### config.mk
export PLATFORM = sky130hd
export DESIGN_NAME = bus_ctrl_top
export DESIGN_NICKNAME = d
export VERILOG_FILES = /design/src/verilog/bus_ctrl_pkg.sv /design/src/verilog/setting_regs.sv /design/src/verilog/sfpp_status.sv /design/src/verilog/readback_mux.sv /design/src/verilog/bus_ctrl_top.sv
export VERILOG_INCLUDE_DIRS = /design/src /design/src/verilog
export SDC_FILE = /design/constraint.sdc
export NUM_CORES = 1
export LEC_CHECK = 0
export BUFFER_PORTS_ARGS = -buffer_cell sky130_fd_sc_hd__buf_2
export CORE_MARGIN = 2
export CORE_UTILIZATION = 30
export DETAILED_ROUTE_END_ITERATION = 10
export GPL_ROUTABILITY_DRIVEN = 0
export GPL_TIMING_DRIVEN = 0
export SLEW_MARGIN = 20
export SYNTH_ARGS = -nofsm -noshare
export SYNTH_HDL_FRONTEND = slang
export SYNTH_HIERARCHICAL = 1
export SYNTH_SLANG_ARGS = --single-unit
### constraint.sdc
create_clock -name clk -period 2.2 [get_ports clk]
set_clock_uncertainty 0.1 [all_clocks]
set_input_delay 0.11 -clock clk [delete_from_list [all_inputs] [get_ports clk]]
set_output_delay 0.11 -clock clk [all_outputs]
set_load 0.005 [all_outputs]
### src/verilog/bus_ctrl_defs.svh
// --------------------
// Host control register map: bus widths, addresses,
// field widths, reset values and compatibility number
// --------------------
`ifndef BUS_CTRL_DEFS_SVH
`define BUS_CTRL_DEFS_SVH

// Bus address widths
`define SR_AWIDTH         8
`define RB_AWIDTH         8

// --------------------
// Settings bus addresses
`define SR_LEDS           8'd0
`define SR_SW_RST         8'd1
`define SR_CLOCK_CTRL     8'd2
`define SR_SFPP_CTRL0     8'd8
`define SR_SFPP_CTRL1     8'd9
`define SR_FIFOFLAGS      8'd10

// --------------------
// Readback bus addresses
`define RB_COUNTER        8'd0
`define RB_CLK_STATUS     8'd3
`define RB_COMPAT_NUM     8'd6
`define RB_SFPP_STATUS0   8'd8
`define RB_SFPP_STATUS1   8'd9
`define RB_FIFOFLAGS      8'd10

// --------------------
// Field widths
`define LEDS_W            8
`define SW_RST_W          4
`define CLOCK_CTRL_W      7
`define CLOCK_STATUS_W    5
`define FIFO_FLAGS_W      4

// GPSDO enabled out of reset, bit 6 only
`define CLOCK_CTRL_RESET  7'b100_0000

// Compatibility word halves, major in the upper half
`define COMPAT_MAJOR      16'h0005
`define COMPAT_MINOR      16'h0000

`endif

### src/verilog/bus_ctrl_pkg.sv
// --------------------
// Host control types: settings and readback buses,
// SFP+ pin and status words, settings data decode
// --------------------
`include "bus_ctrl_defs.svh"

package bus_ctrl_pkg;

   // --------------------
   // Settings data word, field view
   // Upper bits unused by any register
   typedef struct packed {
      logic [24:0] pad;
      // Clock control bit 6
      logic        gpsdo_en;
      // Remaining clock control bits
      logic [3:0]  misc;
      // Rate selects, also clock control bits 1 and 0
      logic        rs1;
      logic        rs0;
   } set_fields_t;

   // Same 32 bits, decoded per address
   typedef union packed {
      logic [31:0] raw;
      set_fields_t fld;
   } set_word_u;

   // Settings bus, single-cycle write strobe
   typedef struct packed {
      logic                  stb;
      logic [`SR_AWIDTH-1:0] addr;
      set_word_u             data;
   } set_bus_t;

   // Readback request, data returns in the same cycle
   typedef struct packed {
      logic                  rd_stb;
      logic [`RB_AWIDTH-1:0] addr;
   } rb_req_t;

   // SFP+ module status pins, MSB first as read back
   typedef struct packed {
      logic mod_abs;
      logic tx_fault;
      logic rx_los;
   } sfpp_pins_t;

   // Change flags above the synchronized levels
   typedef struct packed {
      sfpp_pins_t chgd;
      sfpp_pins_t level;
   } sfpp_status_t;

endpackage

### src/verilog/setting_regs.sv
// --------------------
// Setting registers: decodes settings-bus writes into
// LED, reset, clock and rate-select registers, plus sticky FIFO errors
// --------------------
`include "bus_ctrl_defs.svh"

module setting_regs (
   input  logic                         clk,
   input  logic                         reset,
   input  bus_ctrl_pkg::set_bus_t       i_set,
   input  logic [`FIFO_FLAGS_W-1:0]     i_fifo_flags,
   output logic [`LEDS_W-1:0]           o_leds,
   output logic [`SW_RST_W-1:0]         o_sw_rst,
   output logic [`CLOCK_CTRL_W-1:0]     o_clock_control,
   output logic [1:0]                   o_sfpp0_rs_drive,
   output logic [1:0]                   o_sfpp1_rs_drive,
   output logic [`FIFO_FLAGS_W-1:0]     o_fifo_err
);
   import bus_ctrl_pkg::*;

   set_word_u word;
   logic      fifo_clr;

   // Data word seen through both views
   assign word = i_set.data;

   // --------------------
   // Setting registers
   // --------------------
   // One register per address, loaded on the strobe edge
   // SW_RST bits: 0 PHY, 1 radio clock domain, 2 radio PLL, 3 spare
   // Rate-select drives: high means pull the pin low
   always_ff @(posedge clk) begin
      if (reset) begin
         o_leds           <= '0;
         o_sw_rst         <= '0;
         o_clock_control  <= `CLOCK_CTRL_RESET;
         o_sfpp0_rs_drive <= '0;
         o_sfpp1_rs_drive <= '0;
      end else if (i_set.stb) begin
         case (i_set.addr)
            `SR_LEDS: begin
               o_leds <= word.raw[`LEDS_W-1:0];
            end
            `SR_SW_RST: begin
               o_sw_rst <= word.raw[`SW_RST_W-1:0];
            end
            `SR_CLOCK_CTRL: begin
               // GPSDO enable on top, then the lower six bits
               o_clock_control <= {word.fld.gpsdo_en, word.fld.misc,
                                   word.fld.rs1, word.fld.rs0};
            end
            `SR_SFPP_CTRL0: begin
               o_sfpp0_rs_drive <= {word.fld.rs1, word.fld.rs0};
            end
            `SR_SFPP_CTRL1: begin
               o_sfpp1_rs_drive <= {word.fld.rs1, word.fld.rs0};
            end
            // Unused addresses leave every register alone
            default: begin
            end
         endcase
      end
   end

   // --------------------
   // Sticky FIFO errors
   // --------------------
   // Any write to the flag address clears, data ignored
   assign fifo_clr = i_set.stb && (i_set.addr == `SR_FIFOFLAGS);

   // Flags are active low, collect every low cycle
   always_ff @(posedge clk) begin
      if (reset) begin
         o_fifo_err <= '0;
      end else if (fifo_clr) begin
         o_fifo_err <= '0;
      end else begin
         o_fifo_err <= o_fifo_err | ~i_fifo_flags;
      end
   end

endmodule

### src/verilog/sfpp_status.sv
// --------------------
// SFP+ status: two-stage pin synchronizer and
// per-pin change latch, cleared by a readback pulse
// --------------------
module sfpp_status (
   input  logic                       clk,
   input  logic                       reset,
   input  bus_ctrl_pkg::sfpp_pins_t   i_pins,
   input  logic                       i_clear,
   output bus_ctrl_pkg::sfpp_status_t o_status
);
   import bus_ctrl_pkg::*;

   sfpp_pins_t stage1;
   sfpp_pins_t stage2;
   sfpp_pins_t chgd;

   // Pins are asynchronous to clk
   always_ff @(posedge clk) begin
      if (reset) begin
         stage1 <= '0;
         stage2 <= '0;
      end else begin
         stage1 <= i_pins;
         stage2 <= stage1;
      end
   end

   // Stages differ while a new level moves through
   // Clear wins over a change on the same edge
   always_ff @(posedge clk) begin
      if (reset) begin
         chgd <= '0;
      end else if (i_clear) begin
         chgd <= '0;
      end else begin
         chgd <= chgd | (stage1 ^ stage2);
      end
   end

   // Second stage is the reported level
   assign o_status.chgd  = chgd;
   assign o_status.level = stage2;

endmodule

### src/verilog/readback_mux.sv
// --------------------
// Readback: cycle counter, combinational status word
// select and SFP+ clear-on-read pulses
// --------------------
`include "bus_ctrl_defs.svh"

module readback_mux (
   input  logic                         clk,
   input  logic                         reset,
   input  bus_ctrl_pkg::rb_req_t        i_rb,
   input  logic [`CLOCK_STATUS_W-1:0]   i_clock_status,
   input  bus_ctrl_pkg::sfpp_status_t   i_sfpp0,
   input  bus_ctrl_pkg::sfpp_status_t   i_sfpp1,
   input  logic [`FIFO_FLAGS_W-1:0]     i_fifo_err,
   output logic [31:0]                  o_rb_data,
   output logic [1:0]                   o_sfpp_clr
);

   logic [31:0] counter;

   // --------------------
   // Cycle counter
   // --------------------
   // Free-running, wraps at 32 bits
   always_ff @(posedge clk) begin
      if (reset) begin
         counter <= '0;
      end else begin
         counter <= counter + 32'd1;
      end
   end

   // --------------------
   // Word select
   // --------------------
   // Zero latency from the address
   // Narrow fields zero-extended
   always_comb begin
      case (i_rb.addr)
         `RB_COUNTER: begin
            o_rb_data = counter;
         end
         `RB_CLK_STATUS: begin
            o_rb_data = {{(32-`CLOCK_STATUS_W){1'b0}}, i_clock_status};
         end
         `RB_COMPAT_NUM: begin
            o_rb_data = {`COMPAT_MAJOR, `COMPAT_MINOR};
         end
         // Change flags in bits 5:3, levels in 2:0
         `RB_SFPP_STATUS0: begin
            o_rb_data = {26'b0, i_sfpp0};
         end
         `RB_SFPP_STATUS1: begin
            o_rb_data = {26'b0, i_sfpp1};
         end
         `RB_FIFOFLAGS: begin
            o_rb_data = {{(32-`FIFO_FLAGS_W){1'b0}}, i_fifo_err};
         end
         // Unmapped addresses
         default: begin
            o_rb_data = 32'd0;
         end
      endcase
   end

   // Read of a status word clears its change flags
   // Only decode of these addresses for the clear
   assign o_sfpp_clr[0] = i_rb.rd_stb && (i_rb.addr == `RB_SFPP_STATUS0);
   assign o_sfpp_clr[1] = i_rb.rd_stb && (i_rb.addr == `RB_SFPP_STATUS1);

endmodule

### src/verilog/bus_ctrl_top.sv
// --------------------
// Host control and status block, top level
// --------------------
`include "bus_ctrl_defs.svh"

module bus_ctrl_top (
   input  logic                         clk,
   input  logic                         reset,
   input  bus_ctrl_pkg::set_bus_t       i_set,
   input  bus_ctrl_pkg::rb_req_t        i_rb,
   input  logic [`CLOCK_STATUS_W-1:0]   i_clock_status,
   input  logic [`FIFO_FLAGS_W-1:0]     i_fifo_flags,
   input  bus_ctrl_pkg::sfpp_pins_t     i_sfpp0_pins,
   input  bus_ctrl_pkg::sfpp_pins_t     i_sfpp1_pins,
   output logic [31:0]                  o_rb_data,
   output logic [`LEDS_W-1:0]           o_leds,
   output logic [`SW_RST_W-1:0]         o_sw_rst,
   output logic [`CLOCK_CTRL_W-1:0]     o_clock_control,
   output logic [1:0]                   o_sfpp0_rs_drive,
   output logic [1:0]                   o_sfpp1_rs_drive
);
   import bus_ctrl_pkg::*;

   logic [`FIFO_FLAGS_W-1:0] fifo_err;
   logic [1:0]               sfpp_clr;
   sfpp_status_t             sfpp0_status;
   sfpp_status_t             sfpp1_status;

   // --------------------
   // Settings side
   setting_regs settings (
      .clk              (clk),
      .reset            (reset),
      .i_set            (i_set),
      .i_fifo_flags     (i_fifo_flags),
      .o_leds           (o_leds),
      .o_sw_rst         (o_sw_rst),
      .o_clock_control  (o_clock_control),
      .o_sfpp0_rs_drive (o_sfpp0_rs_drive),
      .o_sfpp1_rs_drive (o_sfpp1_rs_drive),
      .o_fifo_err       (fifo_err)
   );

   // --------------------
   // SFP+ pin monitors, one per cage
   sfpp_status port0 (
      .clk      (clk),
      .reset    (reset),
      .i_pins   (i_sfpp0_pins),
      .i_clear  (sfpp_clr[0]),
      .o_status (sfpp0_status)
   );

   sfpp_status port1 (
      .clk      (clk),
      .reset    (reset),
      .i_pins   (i_sfpp1_pins),
      .i_clear  (sfpp_clr[1]),
      .o_status (sfpp1_status)
   );

   // --------------------
   // Readback side
   readback_mux readback (
      .clk            (clk),
      .reset          (reset),
      .i_rb           (i_rb),
      .i_clock_status (i_clock_status),
      .i_sfpp0        (sfpp0_status),
      .i_sfpp1        (sfpp1_status),
      .i_fifo_err     (fifo_err),
      .o_rb_data      (o_rb_data),
      .o_sfpp_clr     (sfpp_clr)
   );

endmodule

==> results.sh <==
export IMPL_rows=40
export IMPL_grt_setup_unrepaired="no"
export IMPL_fin_area_sq_um=4930
export IMPL_critPathSlowestCell="or4_1"
export IMPL_antenna_cells=0
export IMPL_synthMuxAreaShare_pct=8.48
export IMPL_synth_xor_area_share_pct=4.00
export IMPL_syn_area_per_cell_sq_um=9.07
export IMPL_initial_core_util_pct=30.8
export IMPL_power_frac_seq_pct=44.1
export IMPL_p_leak_nw=2.09
export IMPL_cts_tree="done"
export IMPL_io_pin_count=122
export IMPL_wl_per_cell_um=13.5
export IMPL_slew_viol_final=0
export IMPL_hold_path_class="primary input to flop"
export IMPL_insertion_delay_ns=0.33
export IMPL_path_cells="buf_2 > or4_1 > nor4b_2 > clkbuf_2 > nand2_1 > o21ai_0 > buf_2"
export IMPL_setup_violations=0
export IMPL_netSwitchingPower_mw=0.716
export IMPL_grtUsageTotal_pct=14.4
export IMPL_ys_ff_latch=77
export IMPL_status="completed"
export IMPL_worstPathMaxFanout=10
export IMPL_post_cts_buffers=0
export IMPL_post_synth_num_cell_types=46
export IMPL_cp_arrival_ns=1.87
export IMPL_netlist_area_sq_um=3720
export IMPL_synthAdderAreaFrac_pct=0.336
export IMPL_fin_total_pwr_mw=3.28
export IMPL_worstMarginPinSlew_ns=0.594
export IMPL_cts_sinks=77
export IMPL_critPathKind="primary input to primary output"
export IMPL_finalCritPeriodShare_pct=94.4
export IMPL_async_flop_share_pct=0
export IMPL_grt_pass1_wl_mm=15.1
export IMPL_nNetsFinal=599
export IMPL_power_density_nw_per_um2=664
export IMPL_pwr_share_comb_pct=6.1
export IMPL_synth_seq_area_share_pct=41.4
export IMPL_synthCells=410
export IMPL_max_vdd_ir_drop_v=0.000376
export IMPL_pwr_share_clk_pct=49.7
export IMPL_synth_compound_area_share_pct=10.2
export IMPL_cts_buffers=9
export IMPL_io_buffer_count=95
export IMPL_synthFlopType="dfxtp_1"
export IMPL_critical_path_startpoint_type="primary input"
export IMPL_holdWs_ns=0.0278
export IMPL_synth_warning_count=6
export IMPL_root_buffer="clkbuf_16"
export IMPL_dieArea_sq_um=13300
export IMPL_crit_required_ns=1.99
export IMPL_drc=0
export IMPL_first_iter_violations=227
export IMPL_cts_buffer_depth=2
export IMPL_yosys_area_share_simple_pct=31.8
export IMPL_synth_edf_count=0
export IMPL_drt_first_pass_iters=4
export IMPL_grt_pass1_vias=3140
export IMPL_coreArea_sq_um=12100
export IMPL_fin_crit_ns=2.08
export IMPL_placed_cell_area_sq_um=4410
export IMPL_finalHoldViolCount=0
export IMPL_die_x_um=115
export IMPL_grt_overflow=0
export IMPL_postRouteAntennaNets=0
export IMPL_clkTransAtPathRegs_ns=0.07
export IMPL_drt_wl_total_mm=9.47
export IMPL_p_int_mw=2.56
export IMPL_final_cell_mix="96 x buf_2, 73 x dfxtp_1, 30 x nand2b_1, 27 x mux2i_1"
export IMPL_dpl_hpwl_mm=7.06
export IMPL_antenna_found_initial=0
export IMPL_clock_fmax_ghz=0.481
export IMPL_grt_start_max_net_pins=22
export IMPL_mostFrequentLayoutCell="buf_2"
export IMPL_vias=3330
export IMPL_cpMostUsedCell="buf_2"
export IMPL_slew_headroom_pct=60.4
export IMPL_synth_nets=478
export IMPL_die_h_um=115
export IMPL_cp_end_kind="primary output"
export IMPL_final_util_pct=40.9
export IMPL_cts_htree_levels=3
export IMPL_drt_vias_per_instance=4.73
export IMPL_drive_gt1_share_pct=28.5
export IMPL_synth_top_family_by_area="simple AND/OR/NAND/NOR gates"
export IMPL_cap_violations=0
export IMPL_switching_share_pct=21.9
export IMPL_area_growth_pct=32.6
export IMPL_cp_slowest_stage_delay_ns=0.60
==> registers in the layout (all words and copies together), names as in the netlist, 4 cells and up <==
register	count
port0/o_status	6
port1/o_status	6
readback/counter	32
settings/o_clock_control	7
settings/o_fifo_err	4
settings/o_leds	8
settings/o_sw_rst	4
==> metrics by stage <==
stage / TNS, ns / cells / setup slack [ns]
floorplan: 0 / 410 / 0.211
global placement: -0.665 / 673 / -0.156
CTS: 0 / 704 / 0.00925
global route: 0 / 704 / 0.00716
detailed placement: -0.755 / 673 / -0.144
finish: 0 / 704 / 0.122
==> cells by family (layout without fill, tap and decap cells) <==
group,Yosys count,count (layout)
buffers and inverters,34,160
multiplexers,31,31
flip-flops,77,77
XOR/XNOR,17,17
AND/OR/NAND/NOR,189,189
AO/OA/AOI/OAI,61,61
adder cells (fa/ha/maj),1,1
==> layer usage <==
layer | GRT usage [%] | vias up | wire (um)
li1 | - | 1691 | -
met1 | 18.0 | 1553 | 4380
met2 | 23.8 | 80 | 4520
met3 | 3.53 | 6 | 467
met4 | 5.62 | 0 | 94
met5 | 0 | - | 0
==> area by class of cell <==
| type | instances | area [sq um] |
|---|---|---|
| Timing Repair Buffer | 110 | 626 |
| Buffer | 23 | 106 |
| Sequential cell | 77 | 1550 |
| Inverter | 11 | 41.3 |
| Clock buffer | 10 | 239 |
| Multi-Input combinational cell | 299 | 2070 |
| Fill cell | 1212 | 7130 |
| Tap cell | 168 | 210 |
| Clock inverter | 6 | 93.8 |
==> worst max-delay path, delay by kind of cell <==
| family | cells | cell delay [ns] |
|---|---|---|
| AO/OA/AOI/OAI | 1 | 0.15 |
| buffers and inverters | 3 | 0.58 |
| AND/OR/NAND/NOR | 3 | 1.03 |
==> final timing paths <==
kind                                      from                                 to  slack (ns)  depth (start not counted)
max                                    i_rb[5]                       o_rb_data[5]        0.12                          7
min                                   i_set[2]    settings/o_leds[2]$_SDFFE_PP0P_        0.03                          3
max reg2reg     readback/counter[0]$_SDFF_PP0_    readback/counter[26]$_SDFF_PP0_        0.14                          6
min reg2reg  settings/o_fifo_err[3]$_SDFF_PP0_  settings/o_fifo_err[3]$_SDFF_PP0_        0.36                          2
==> synth_stat cells (12+ instances only) <==
cell type   n  area share (%)
dfxtp_1    77              41
nand2b_1   30             5.0
mux2i_1    27             7.3
a21oi_1    23             3.1
and2_1     23             3.9
nor2_1     21             2.1
nand2_1    20             2.0
clkbuf_1   17             1.7
or4_1      14             2.8
o31ai_1    13             2.6
and2b_2    12             2.8
nand4_1    12             2.0
==> timing repair <==
action / in CTS / in global routing
setup endpoints to repair: 19 / 5
hold endpoints to repair: 19 / 0
hold buffers: 15 / 0
resized for setup: 7 / 8
==> power by group through the flow <==
stage                     clock, mW  combinational, mW  sequential [mW]
after detailed placement          0              0.181             1.48
after floorplan                   0              0.106             1.47
after global routing           1.72              0.225             1.45
after CTS                      1.67              0.203             1.45
after global placement            0              0.176             1.48
final                          1.63              0.202             1.45
(Power assumes the default switching activity.)
